`src/rtl/uarch_pkg.sv`:
```
// TinyRV1 ISA definitions
// micro-ops, per-pipe op subset masks and the instruction word views

package uarch_pkg;

  localparam int XLEN          = 32;
  localparam int REG_ADDR_BITS = 5;

  typedef enum logic [2:0] {
    OP_ADD,
    OP_MUL,
    OP_LW,
    OP_JAL,
    OP_JALR,
    OP_BNE
  } rv_uop;

  // one bit per micro-op, bit index is the enum value
  typedef logic [5:0] op_vec;

  localparam op_vec OP_ADD_VEC  = 6'b000001;
  localparam op_vec OP_MUL_VEC  = 6'b000010;
  localparam op_vec OP_LW_VEC   = 6'b000100;
  localparam op_vec OP_JAL_VEC  = 6'b001000;
  localparam op_vec OP_JALR_VEC = 6'b010000;
  localparam op_vec OP_BNE_VEC  = 6'b100000;
  localparam op_vec TINYRV1_ALL = 6'b111111;

  // major opcodes
  localparam logic [6:0] OPC_OP     = 7'b0110011;
  localparam logic [6:0] OPC_OP_IMM = 7'b0010011;
  localparam logic [6:0] OPC_LOAD   = 7'b0000011;
  localparam logic [6:0] OPC_JAL    = 7'b1101111;
  localparam logic [6:0] OPC_JALR   = 7'b1100111;
  localparam logic [6:0] OPC_BRANCH = 7'b1100011;

  localparam logic [6:0] F7_MULDIV  = 7'b0000001;

  typedef union packed {
    struct packed {
      logic [6:0] funct7;
      logic [4:0] rs2;
      logic [4:0] rs1;
      logic [2:0] funct3;
      logic [4:0] rd;
      logic [6:0] opcode;
    } r_view;
    struct packed {
      logic [11:0] imm12;
      logic [4:0]  rs1;
      logic [2:0]  funct3;
      logic [4:0]  rd;
      logic [6:0]  opcode;
    } i_view;
  } inst_word;

  function automatic op_vec uop_mask(input rv_uop uop);
    return op_vec'(1) << uop;
  endfunction

endpackage
```
`src/rtl/issue_pkg.sv`:
```
// decode/issue pipeline messages
// fetch to decode, decode to execute, and the completion notification

package issue_pkg;

  // widest tag carried on the wire, designs use the low bits
  localparam int SEQ_BITS = 8;

  typedef struct packed {
    logic [uarch_pkg::XLEN-1:0] pc;
    uarch_pkg::inst_word        inst;
  } f_d_msg;

  typedef struct packed {
    logic [uarch_pkg::XLEN-1:0]          pc;
    logic [uarch_pkg::XLEN-1:0]          op1;
    logic [uarch_pkg::XLEN-1:0]          op2;
    logic [uarch_pkg::REG_ADDR_BITS-1:0] waddr;
    uarch_pkg::rv_uop                    uop;
    logic [SEQ_BITS-1:0]                 seq_num;
  } d_x_msg;

  // ------------------------------
  // completion, no back-pressure
  // ------------------------------

  typedef struct packed {
    logic [SEQ_BITS-1:0]                 seq_num;
    logic [uarch_pkg::REG_ADDR_BITS-1:0] waddr;
    logic [uarch_pkg::XLEN-1:0]          wdata;
    logic                                wen;
  } complete_msg;

endpackage

```
`src/rtl/decode_issue.sv`:
```
// decode and issue stage top level
// decoder, operand scoreboard and issue stage for the TinyRV1 subset

`timescale 1ns/1ps

module decode_issue #(
  parameter int               NUM_PIPES    = 3,
  parameter int               SEQ_NUM_BITS = 5,
  parameter uarch_pkg::op_vec PIPE_SUBSETS [NUM_PIPES] = '{default: uarch_pkg::TINYRV1_ALL}
) (
  input  logic                   clk,
  input  logic                   rst,
  input  logic                   f_valid,
  output logic                   f_ready,
  input  issue_pkg::f_d_msg      f_msg,
  output logic [NUM_PIPES-1:0]   x_valid,
  input  logic [NUM_PIPES-1:0]   x_ready,
  output issue_pkg::d_x_msg      x_msg [NUM_PIPES],
  input  logic                   comp_valid,
  input  issue_pkg::complete_msg comp_msg
);

  issue_pkg::f_d_msg                   dec_msg;
  uarch_pkg::rv_uop                    uop;
  logic [uarch_pkg::REG_ADDR_BITS-1:0] rs1;
  logic [uarch_pkg::REG_ADDR_BITS-1:0] rs2;
  logic [uarch_pkg::REG_ADDR_BITS-1:0] rd;
  logic [uarch_pkg::XLEN-1:0]          imm;
  logic                                rs1_used;
  logic                                rs2_used;
  logic                                wen;

  logic [uarch_pkg::REG_ADDR_BITS-1:0] sb_rs1;
  logic [uarch_pkg::REG_ADDR_BITS-1:0] sb_rs2;
  logic [uarch_pkg::XLEN-1:0]          rs1_data;
  logic [uarch_pkg::XLEN-1:0]          rs2_data;
  logic                                rs1_pending;
  logic                                rs2_pending;
  logic                                claim_valid;
  logic [uarch_pkg::REG_ADDR_BITS-1:0] claim_addr;
  logic [SEQ_NUM_BITS-1:0]             claim_seq;

  inst_decoder u_inst_decoder (
    .fetch    (dec_msg),
    .uop      (uop),
    .rs1      (rs1),
    .rs2      (rs2),
    .rd       (rd),
    .imm      (imm),
    .rs1_used (rs1_used),
    .rs2_used (rs2_used),
    .wen      (wen)
  );

  operand_scoreboard #(
    .SEQ_NUM_BITS (SEQ_NUM_BITS)
  ) u_operand_scoreboard (
    .clk         (clk),
    .rst         (rst),
    .rs1         (sb_rs1),
    .rs2         (sb_rs2),
    .rs1_data    (rs1_data),
    .rs2_data    (rs2_data),
    .rs1_pending (rs1_pending),
    .rs2_pending (rs2_pending),
    .claim_valid (claim_valid),
    .claim_addr  (claim_addr),
    .claim_seq   (claim_seq),
    .comp_valid  (comp_valid),
    .comp_msg    (comp_msg)
  );

  issue_stage #(
    .NUM_PIPES    (NUM_PIPES),
    .SEQ_NUM_BITS (SEQ_NUM_BITS),
    .PIPE_SUBSETS (PIPE_SUBSETS)
  ) u_issue_stage (
    .clk         (clk),
    .rst         (rst),
    .f_valid     (f_valid),
    .f_ready     (f_ready),
    .f_msg       (f_msg),
    .dec_msg     (dec_msg),
    .uop         (uop),
    .rs1         (rs1),
    .rs2         (rs2),
    .rd          (rd),
    .imm         (imm),
    .rs1_used    (rs1_used),
    .rs2_used    (rs2_used),
    .wen         (wen),
    .sb_rs1      (sb_rs1),
    .sb_rs2      (sb_rs2),
    .rs1_data    (rs1_data),
    .rs2_data    (rs2_data),
    .rs1_pending (rs1_pending),
    .rs2_pending (rs2_pending),
    .claim_valid (claim_valid),
    .claim_addr  (claim_addr),
    .claim_seq   (claim_seq),
    .x_valid     (x_valid),
    .x_ready     (x_ready),
    .x_msg       (x_msg)
  );

endmodule

```
`src/rtl/issue_stage.sv`:
```
// issue stage holding one fetched instruction
// waits for operands, tags writers with a sequence number, routes to a pipe

`timescale 1ns/1ps

module issue_stage #(
  parameter int               NUM_PIPES    = 3,
  parameter int               SEQ_NUM_BITS = 5,
  parameter uarch_pkg::op_vec PIPE_SUBSETS [NUM_PIPES] = '{default: uarch_pkg::TINYRV1_ALL}
) (
  input  logic                                clk,
  input  logic                                rst,
  // fetch
  input  logic                                f_valid,
  output logic                                f_ready,
  input  issue_pkg::f_d_msg                   f_msg,
  // decoder
  output issue_pkg::f_d_msg                   dec_msg,
  input  uarch_pkg::rv_uop                    uop,
  input  logic [uarch_pkg::REG_ADDR_BITS-1:0] rs1,
  input  logic [uarch_pkg::REG_ADDR_BITS-1:0] rs2,
  input  logic [uarch_pkg::REG_ADDR_BITS-1:0] rd,
  input  logic [uarch_pkg::XLEN-1:0]          imm,
  input  logic                                rs1_used,
  input  logic                                rs2_used,
  input  logic                                wen,
  // scoreboard
  output logic [uarch_pkg::REG_ADDR_BITS-1:0] sb_rs1,
  output logic [uarch_pkg::REG_ADDR_BITS-1:0] sb_rs2,
  input  logic [uarch_pkg::XLEN-1:0]          rs1_data,
  input  logic [uarch_pkg::XLEN-1:0]          rs2_data,
  input  logic                                rs1_pending,
  input  logic                                rs2_pending,
  output logic                                claim_valid,
  output logic [uarch_pkg::REG_ADDR_BITS-1:0] claim_addr,
  output logic [SEQ_NUM_BITS-1:0]             claim_seq,
  // execute pipes
  output logic [NUM_PIPES-1:0]                x_valid,
  input  logic [NUM_PIPES-1:0]                x_ready,
  output issue_pkg::d_x_msg                   x_msg [NUM_PIPES]
);

  localparam int PIPE_BITS = (NUM_PIPES > 1) ? $clog2(NUM_PIPES) : 1;

  issue_pkg::f_d_msg       held;
  logic                    full;
  logic                    started;
  logic [SEQ_NUM_BITS-1:0] seq;
  logic                    locked;
  logic [PIPE_BITS-1:0]    lock_pipe;

  logic [NUM_PIPES-1:0]    capable;
  logic                    found_ready;
  logic                    found_cap;
  logic [PIPE_BITS-1:0]    ready_pick;
  logic [PIPE_BITS-1:0]    cap_pick;
  logic [PIPE_BITS-1:0]    sel;
  logic                    issue_ok;
  logic                    fire;
  issue_pkg::d_x_msg       msg;

  assign dec_msg = held;

  // unused sources read x0, which is never pending
  assign sb_rs1 = rs1_used ? rs1 : '0;
  assign sb_rs2 = rs2_used ? rs2 : '0;

  // ------------------------------
  // pipe selection
  // ------------------------------

  always_comb begin
    found_ready = 1'b0;
    found_cap   = 1'b0;
    ready_pick  = '0;
    cap_pick    = '0;
    for (int p = 0; p < NUM_PIPES; p++) begin
      capable[p] = |(PIPE_SUBSETS[p] & uarch_pkg::uop_mask(uop));
      if (capable[p] && x_ready[p] && !found_ready) begin
        found_ready = 1'b1;
        ready_pick  = PIPE_BITS'(p);
      end
      if (capable[p] && !found_cap) begin
        found_cap = 1'b1;
        cap_pick  = PIPE_BITS'(p);
      end
    end
    // once offered, stay on that pipe until it accepts
    if (locked) begin
      sel = lock_pipe;
    end else begin
      sel = found_ready ? ready_pick : cap_pick;
    end
  end

  assign issue_ok = full && !rs1_pending && !rs2_pending && found_cap;
  assign fire     = issue_ok && x_ready[sel];

  always_comb begin
    for (int p = 0; p < NUM_PIPES; p++) begin
      x_valid[p] = issue_ok && (sel == PIPE_BITS'(p));
    end
  end

  // ------------------------------
  // execute message
  // ------------------------------

  always_comb begin
    msg.pc      = held.pc;
    // jal adds to pc, every other op starts from rs1
    msg.op1     = (uop == uarch_pkg::OP_JAL) ? held.pc : rs1_data;
    msg.op2     = rs2_used ? rs2_data : imm;
    msg.waddr   = rd;
    msg.uop     = uop;
    msg.seq_num = issue_pkg::SEQ_BITS'(seq);
  end

  always_comb begin
    for (int p = 0; p < NUM_PIPES; p++) begin
      x_msg[p] = msg;
    end
  end

  assign claim_valid = fire && wen && (rd != '0);
  assign claim_addr  = rd;
  assign claim_seq   = seq;

  assign f_ready = started && (!full || fire);

  // ------------------------------
  // state
  // ------------------------------

  always_ff @(posedge clk) begin
    if (rst) begin
      full    <= 1'b0;
      started <= 1'b0;
      locked  <= 1'b0;
      seq     <= '0;
    end else begin
      started <= 1'b1;
      if (f_valid && f_ready) begin
        full <= 1'b1;
      end else if (fire) begin
        full <= 1'b0;
      end
      if (fire) begin
        locked <= 1'b0;
        seq    <= seq + 1'b1;
      end else if (issue_ok) begin
        locked <= 1'b1;
      end
    end
  end

  always_ff @(posedge clk) begin
    if (f_valid && f_ready) begin
      held <= f_msg;
    end
    if (issue_ok && !fire) begin
      lock_pipe <= sel;
    end
  end

endmodule

```
`src/rtl/operand_scoreboard.sv`:
```
// register file with a pending bit and owner tag per register
// completions write back and bypass onto the two read ports

`timescale 1ns/1ps

module operand_scoreboard #(
  parameter int SEQ_NUM_BITS = 5
) (
  input  logic                                clk,
  input  logic                                rst,
  input  logic [uarch_pkg::REG_ADDR_BITS-1:0] rs1,
  input  logic [uarch_pkg::REG_ADDR_BITS-1:0] rs2,
  output logic [uarch_pkg::XLEN-1:0]          rs1_data,
  output logic [uarch_pkg::XLEN-1:0]          rs2_data,
  output logic                                rs1_pending,
  output logic                                rs2_pending,
  input  logic                                claim_valid,
  input  logic [uarch_pkg::REG_ADDR_BITS-1:0] claim_addr,
  input  logic [SEQ_NUM_BITS-1:0]             claim_seq,
  input  logic                                comp_valid,
  input  issue_pkg::complete_msg              comp_msg
);

  typedef struct packed {
    logic                       pending;
    logic [uarch_pkg::XLEN-1:0] data;
  } read_port_t;

  // x0 has no storage
  logic [uarch_pkg::XLEN-1:0] regs    [1:31];
  logic                       pending [1:31];
  logic [SEQ_NUM_BITS-1:0]    owner   [1:31];

  logic                    comp_hit;
  logic [SEQ_NUM_BITS-1:0] comp_seq;
  read_port_t              port1;
  read_port_t              port2;

  assign comp_hit = comp_valid && comp_msg.wen && (comp_msg.waddr != '0);
  assign comp_seq = comp_msg.seq_num[SEQ_NUM_BITS-1:0];

  // ------------------------------
  // read with completion bypass
  // ------------------------------

  function automatic read_port_t read_reg(input logic [uarch_pkg::REG_ADDR_BITS-1:0] addr);
    read_port_t r;
    logic       bypass;
    r      = '0;
    bypass = comp_hit && (comp_msg.waddr == addr);
    if (addr != '0) begin
      r.data = bypass ? comp_msg.wdata : regs[addr];
      // only the owning writer releases the register
      r.pending = pending[addr] && !(bypass && (owner[addr] == comp_seq));
    end
    return r;
  endfunction

  always_comb begin
    port1 = read_reg(rs1);
    port2 = read_reg(rs2);
  end

  assign rs1_data    = port1.data;
  assign rs1_pending = port1.pending;
  assign rs2_data    = port2.data;
  assign rs2_pending = port2.pending;

  // ------------------------------
  // writeback and claim
  // ------------------------------

  always_ff @(posedge clk) begin
    if (rst) begin
      for (int i = 1; i < 32; i++) begin
        regs[i]    <= '0;
        pending[i] <= 1'b0;
      end
    end else begin
      if (comp_hit) begin
        regs[comp_msg.waddr] <= comp_msg.wdata;
        if (owner[comp_msg.waddr] == comp_seq) begin
          pending[comp_msg.waddr] <= 1'b0;
        end
      end
      // claim comes last so it wins over a same-cycle completion
      if (claim_valid && (claim_addr != '0)) begin
        pending[claim_addr] <= 1'b1;
        owner[claim_addr]   <= claim_seq;
      end
    end
  end

endmodule

```
`src/rtl/inst_decoder.sv`:
```
// TinyRV1 instruction decoder
// turns a fetch message into micro-op, register indices and immediate

`timescale 1ns/1ps

module inst_decoder (
  input  issue_pkg::f_d_msg                    fetch,
  output uarch_pkg::rv_uop                     uop,
  output logic [uarch_pkg::REG_ADDR_BITS-1:0]  rs1,
  output logic [uarch_pkg::REG_ADDR_BITS-1:0]  rs2,
  output logic [uarch_pkg::REG_ADDR_BITS-1:0]  rd,
  output logic [uarch_pkg::XLEN-1:0]           imm,
  output logic                                 rs1_used,
  output logic                                 rs2_used,
  output logic                                 wen
);

  localparam int XLEN = uarch_pkg::XLEN;

  uarch_pkg::inst_word word;
  logic [31:0]         raw;
  logic [XLEN-1:0]     imm_i;
  logic [XLEN-1:0]     imm_b;
  logic [XLEN-1:0]     imm_j;

  assign word = fetch.inst;
  assign raw  = fetch.inst;

  // ------------------------------
  // immediates
  // ------------------------------

  assign imm_i = {{(XLEN-12){raw[31]}}, word.i_view.imm12};
  assign imm_b = {{(XLEN-12){raw[31]}}, raw[7], raw[30:25], raw[11:8], 1'b0};
  // J format scatters the offset, so it comes from the raw bits
  assign imm_j = {{(XLEN-20){raw[31]}}, raw[19:12], raw[20], raw[30:21], 1'b0};

  // ------------------------------
  // opcode decode
  // ------------------------------

  always_comb begin
    uop      = uarch_pkg::OP_ADD;
    rs1      = '0;
    rs2      = '0;
    rd       = '0;
    imm      = '0;
    rs1_used = 1'b0;
    rs2_used = 1'b0;
    wen      = 1'b0;

    case (word.r_view.opcode)
      uarch_pkg::OPC_OP: begin
        // add and mul share the R view, funct7 tells them apart
        uop      = (word.r_view.funct7 == uarch_pkg::F7_MULDIV) ?
                   uarch_pkg::OP_MUL : uarch_pkg::OP_ADD;
        rs1      = word.r_view.rs1;
        rs2      = word.r_view.rs2;
        rd       = word.r_view.rd;
        rs1_used = 1'b1;
        rs2_used = 1'b1;
        wen      = 1'b1;
      end
      uarch_pkg::OPC_OP_IMM, uarch_pkg::OPC_LOAD, uarch_pkg::OPC_JALR: begin
        case (word.i_view.opcode)
          uarch_pkg::OPC_LOAD: uop = uarch_pkg::OP_LW;
          uarch_pkg::OPC_JALR: uop = uarch_pkg::OP_JALR;
          default:             uop = uarch_pkg::OP_ADD;
        endcase
        rs1      = word.i_view.rs1;
        rd       = word.i_view.rd;
        imm      = imm_i;
        rs1_used = 1'b1;
        wen      = 1'b1;
      end
      uarch_pkg::OPC_JAL: begin
        uop = uarch_pkg::OP_JAL;
        rd  = word.r_view.rd;
        imm = imm_j;
        wen = 1'b1;
      end
      uarch_pkg::OPC_BRANCH: begin
        // register fields sit where the R view has them
        uop      = uarch_pkg::OP_BNE;
        rs1      = word.r_view.rs1;
        rs2      = word.r_view.rs2;
        imm      = imm_b;
        rs1_used = 1'b1;
        rs2_used = 1'b1;
      end
      default: begin
        uop = uarch_pkg::OP_ADD;
      end
    endcase
  end

endmodule

```
`config.mk`:
```
export PLATFORM = sky130hd
export DESIGN_NAME = decode_issue
export DESIGN_NICKNAME = d
export VERILOG_FILES = /design/src/rtl/uarch_pkg.sv /design/src/rtl/issue_pkg.sv /design/src/rtl/decode_issue.sv /design/src/rtl/issue_stage.sv /design/src/rtl/operand_scoreboard.sv /design/src/rtl/inst_decoder.sv
export SDC_FILE = /design/constraint.sdc
export NUM_CORES = 2
export LEC_CHECK = 0
export BUFFER_PORTS_ARGS = -buffer_cell sky130_fd_sc_hd__clkbuf_2
export CORE_ASPECT_RATIO = 1.2
export CORE_MARGIN = 2
export CORE_UTILIZATION = 45
export CTS_BUF_LIST = sky130_fd_sc_hd__clkbuf_8
export CTS_CLUSTER_DIAMETER = 40
export DETAILED_ROUTE_END_ITERATION = 8
export PLACE_DENSITY = 0.64
export SETUP_SLACK_MARGIN = 0.02
export SLEW_MARGIN = 20
export SYNTH_ARGS = -nofsm -noshare
export SYNTH_HDL_FRONTEND = slang
export SYNTH_HIERARCHICAL = 1
export SYNTH_SLANG_ARGS = --single-unit
```
`constraint.sdc`:
```
create_clock -name clk -period 10.7 [get_ports clk]
set_input_delay 2.14 -clock clk [delete_from_list [all_inputs] [get_ports clk]]
set_output_delay 2.14 -clock clk [all_outputs]
set_load 0.01 [all_outputs]
```
==> key figures <==
Drt
  • Total iterations of the first detailed-routing run: 7
  • Residual DRC: 0
  • Detailed Route WL: ~240000 um
  • Vias per std cell: ~6.3
  • Residual antenna-violating net count after detailed routing: 0
  • Detailed router's first-iteration violation count: ~5.6k
  • Vias post-DR: ~45k
  • Wire length per cell after detailed routing: 33.2 um

Final layout
  • Final #Nets: around 5.0k
  • Area growth from synthesis to layout: 9.66%
  • Area of all placed cells without fillers: roughly 0.08 mm^2
  • Non-filler cells, final: about 7.1k
  • Proportion of layout cells with a drive suffix above 1: a little over a third
  • Filler instances: roughly 13k

Clock tree
  • Quantity of hold-fixing buffers added after cts: 0
  • Number of H-tree levels: 4
  • TritonCTS clock tree: built
  • Cell at the root of the clock tree: clkbuf_8
  • Clock sink count: approximately 1.3k
  • Clk buf depth: 3
  • Clock latency reported for the late side of the worst-skew pair: approximately 1 ns
  • Post CTS Setup Buffer Count: 0
  • Post-cts gate resize count: 0
  • TritonCTS Buffers: between 200 and 250
  • Clock input transition at the sequential cells of the worst setup and hold paths: approximately 0.06 ns

Power and ir drop
  • Max IR drop VDD: between 0.0001 and 0.00015 V
  • Cell leakage power: between 20 and 30 nW
  • Power density cells: between 100 and 150 mW/mm^2

Worst setup path
  • Crit path max-delay cell type: a211oi_1
  • Critical register-to-register path startpoint: u_issue_stage/dec_msg[3]
  • Number of cells on the worst reg-to-reg path: 19
  • Critical path origin: u_issue_stage/dec_msg[3]
  • Worst setup SP type: flop
  • Reg2reg end: u_operand_scoreboard/owner[20][4]
  • Path type of the worst setup path: flop to output port
  • Termination of the worst setup path: x_msg[34]
  • Arrival time at the worst endpoint: around 7.1 ns
  • Largest fanout on the critical path: 48
  • Critical path, cell by cell: and4bb_4 -> nand2_1 -> nor2_4 -> buf_4 -> and2_1 -> and2_4 -> buf_4 -> buf_4 -> mux4_2 -> mux4_2 -> mux2i_1 -> a211oi_1 -> mux2_2 -> clkbuf_2
  • R2r setup slk: about 2.8 ns
  • Critical path data required time: between 8 and 9 ns
  • Most used cell, CP: buf_4
  • Highest cell delay on the worst timing path: approximately 0.79 ns
  • Worst setup EP type: output port

Yosys
  • Number of flops mapped to enable cells by yosys: 1245
  • Number of distinct library cells after synthesis: 86
  • Syn Std Cell Area: about 0.072 mm^2
  • Largest cells by area after synthesis: edfxtp_1, mux4_2, and2_1
  • Synthesized instance count: 4760
  • Most used DFF post-synth: edfxtp_1
  • Number of warning messages in the yosys log: 6
  • Xor-xnor portion of the synthesized cell area: 0.292%
  • Number of storage elements in the synthesis netlist: 1285
  • Post-synthesis compound-gate area fraction: 3.33%
  • Post-synthesis average cell area: 15.1 um^2
  • Sequential element share of the synthesized area: about 53%
  • Multiplexer area fraction after synthesis: roughly 26%
  • Largest family of logic cells by synthesized area: multiplexers
  • Post-Synth Adder-Cell Area: less than 1%
  • Area fraction in and, or, nand and nor cells after synthesis: between 10% and 20%
  • Top-area cell type share of the netlist area: around half
  • Library cell with the largest summed area after synthesis: edfxtp_1
  • FFs w/ async S/R, synth: 0%

GRT
  • First-pass GRT wire length: between 300000 and 400000 um
  • Pin count of the biggest net entering global routing: around 150
  • Leftover overflow at the end of global routing: 0
  • Gr usage total: slightly below 30%
  • Number of global-route vias before repair: 45.5k
  • Initial antenna violation count: 17

Timing
  • Final setup TNS: 0 ns
  • Number of hold-slack violations in the final timing report: 0
  • Maximum clock rate: 108 MHz
  • Count of final max-slew check failures: 0
  • Slew at the pin closest to its max-slew limit: between 1 and 1.5 ns
  • Clock skew: 0.0531 ns
  • Clock period minus final worst setup slack: 9.25 ns
  • Period utilisation layout: between 80% and 90%
  • Tightest hold margin: 0.373 ns
  • Normalized max-slew margin: 20.9%
  • Unrepaired setup endpoints after global routing: false
  • Final setup viols: 0

Worst hold path
  • Hold crit path type: flop to flop

Floorplan
  • Die Wd: roughly 370 um
  • Die area: between 0.15 and 0.2 mm^2
  • Floorplan core area: between 0.15 and 0.2 mm^2
  • Starting utilization of the core area: between 40% and 50%
  • Number of placement rows: between 150 and 200
  • Height of the die: 442 um
  • I/O pin count: about 460

Place
  • Placed cell area: about 0.075 mm^2
  • HPWL after detailed placement: around 130000 um
  • Cells after DPL: slightly below 7k
  • IO Port Bufs: between 400 and 500
  • GPL Wtd Cong: slightly below 0.9

Run
  • Max-cap violations: 0

Outcome
  • Outcome: completed
-- report_power, final --
part           switching (mW)  internal [mW]  leakage (nW)
clock network            2.17           2.29          2.39
registers               0.116           5.74          11.8
logic                   0.427          0.269          11.9
total                    2.72           8.30          26.1
-- Yosys cell counts, types with 6 or more instances --
library cell	instances
nor4_2	24
mux4_2	716
buf_1	30
xor2_1	13
nand3b_1	11
mux2i_1	151
xnor2_1	11
and3b_1	6
dfxtp_1	40
buf_6	15
a211oi_1	108
nand2_1	40
buf_2	116
inv_1	8
edfxtp_1	1245
a21oi_2	24
a21oi_1	79
mux2_2	71
nor4_1	10
a22oi_1	26
buf_4	315
nor3_1	7
and2_1	1019
clkbuf_1	273
nand3_1	27
nor2b_1	47
o21ai_1	6
nand4_1	11
a21o_1	12
o21ai_0	39
nor2_1	168
-- how the worst min path moves through the flow --
stage | from | end | slack (ns) | cells after the start
2_1_floorplan | u_operand_scoreboard/pending[0] | u_operand_scoreboard/pending[0] | 0.42 | 1
3_3_place_gp | u_operand_scoreboard/pending[0] | u_operand_scoreboard/pending[0] | 0.35 | 0
3_5_place_dp | u_operand_scoreboard/pending[0] | u_operand_scoreboard/pending[0] | 0.36 | 0
4_1_cts | u_operand_scoreboard/pending[0] | u_operand_scoreboard/pending[0] | 0.37 | 0
5_1_grt | u_operand_scoreboard/pending[0] | u_operand_scoreboard/pending[0] | 0.38 | 0
6_report | u_operand_scoreboard/pending[0] | u_operand_scoreboard/pending[0] | 0.37 | 0
-- area by class of cell --
type                       instances  area, um^2  share of cell area, %
tap                             2106        2640                   3.33
inverter                          10        40.0                 0.0506
sequential                      1285       38200                   48.3
clock buffer                     228        3140                   3.97
multi-input combinational       2755       30400                   38.5
clock inverter                   176        1180                   1.50
antenna                            6        15.0                 0.0190
timing repair buffer             580        3410                   4.32
-- registers in the layout, summed over array words and instances, names as in the netlist --
register	cells
u_operand_scoreboard/pending	32
u_issue_stage/dec_msg	64
u_issue_stage/locked	1
u_operand_scoreboard/owner	155
u_issue_stage/claim_seq	5
u_issue_stage/started	1
u_issue_stage/full	1
u_issue_stage/lock_pipe	2
u_operand_scoreboard/regs	1024
-- cell usage in the layout (no fill, tap or decap), types with 10 or more instances in the layout --
cell / instances
mux2i_1: 151
clkbuf_8: 228
nor2_1: 135
bufinv_16: 12
clkbuf_2: 443
inv_1: 63
a211oi_1: 108
xnor2_1: 11
a21o_1: 12
nor2b_1: 47
xor2_1: 13
and2_1: 1010
nor4_2: 24
edfxtp_1: 1245
nor2_4: 34
nand3b_1: 11
nand3_1: 24
and2_4: 10
o21ai_4: 32
nand2_1: 39
dfxtp_1: 39
nor4_1: 10
a21oi_2: 24
a22oi_1: 26
mux2_2: 71
clkinvlp_4: 12
clkinv_2: 28
buf_12: 13
nand4_1: 11
clkinv_1: 51
mux4_2: 716
a21oi_1: 78
buf_4: 121
conb_1: 41
-- worst max-delay path: cells and delay by family (launching register included) --
family | cells | cell delay [ns]
flip-flops | 1 | 0.45
AND/OR/NAND/NOR | 5 | 1.80
AO/OA/AOI/OAI | 1 | 0.79
buffers and inverters | 4 | 1.88
multiplexers | 4 | 1.07
-- metrics by stage --
| stage | utilization (%) | power, mW | worst slack, ns |
|---|---|---|---|
| 2_1_floorplan | - | 6.36 | 2.77 |
| 3_3_place_gp | 47.1 | 6.62 | 2.52 |
| 3_5_place_dp | 47.1 | 6.64 | 2.55 |
| 4_1_cts | 49.8 | 11.1 | 1.44 |
| 5_1_grt | 49.8 | 11.3 | 1.16 |
| 6_report | 49.8 | 11.0 | 1.45 |
-- metal layers --
layer / vias up / track usage (%) / share of wire [%]
met5: - / 0 / 0.0097
met4: 6 / 13.5 / 4.9
met3: 628 / 6.73 / 10
met2: 2810 / 47.5 / 49
met1: 23600 / 35.9 / 36
li1: 18300 / - / -
-- logic make-up (layout without fill, tap and decap cells) --
| group | count (synthesis) | count (layout) |
|---|---|---|
| flops | 1285 | 1285 |
| other cells | 2 | 47 |
| simple gates | 1402 | 1402 |
| mux | 944 | 944 |
| compound gates | 343 | 343 |
| fa+ha+maj | 1 | 1 |
| xor+xnor | 24 | 24 |
| buf+inv | 759 | 994 |
No activity file was read; power rests on OpenSTA's default activity.
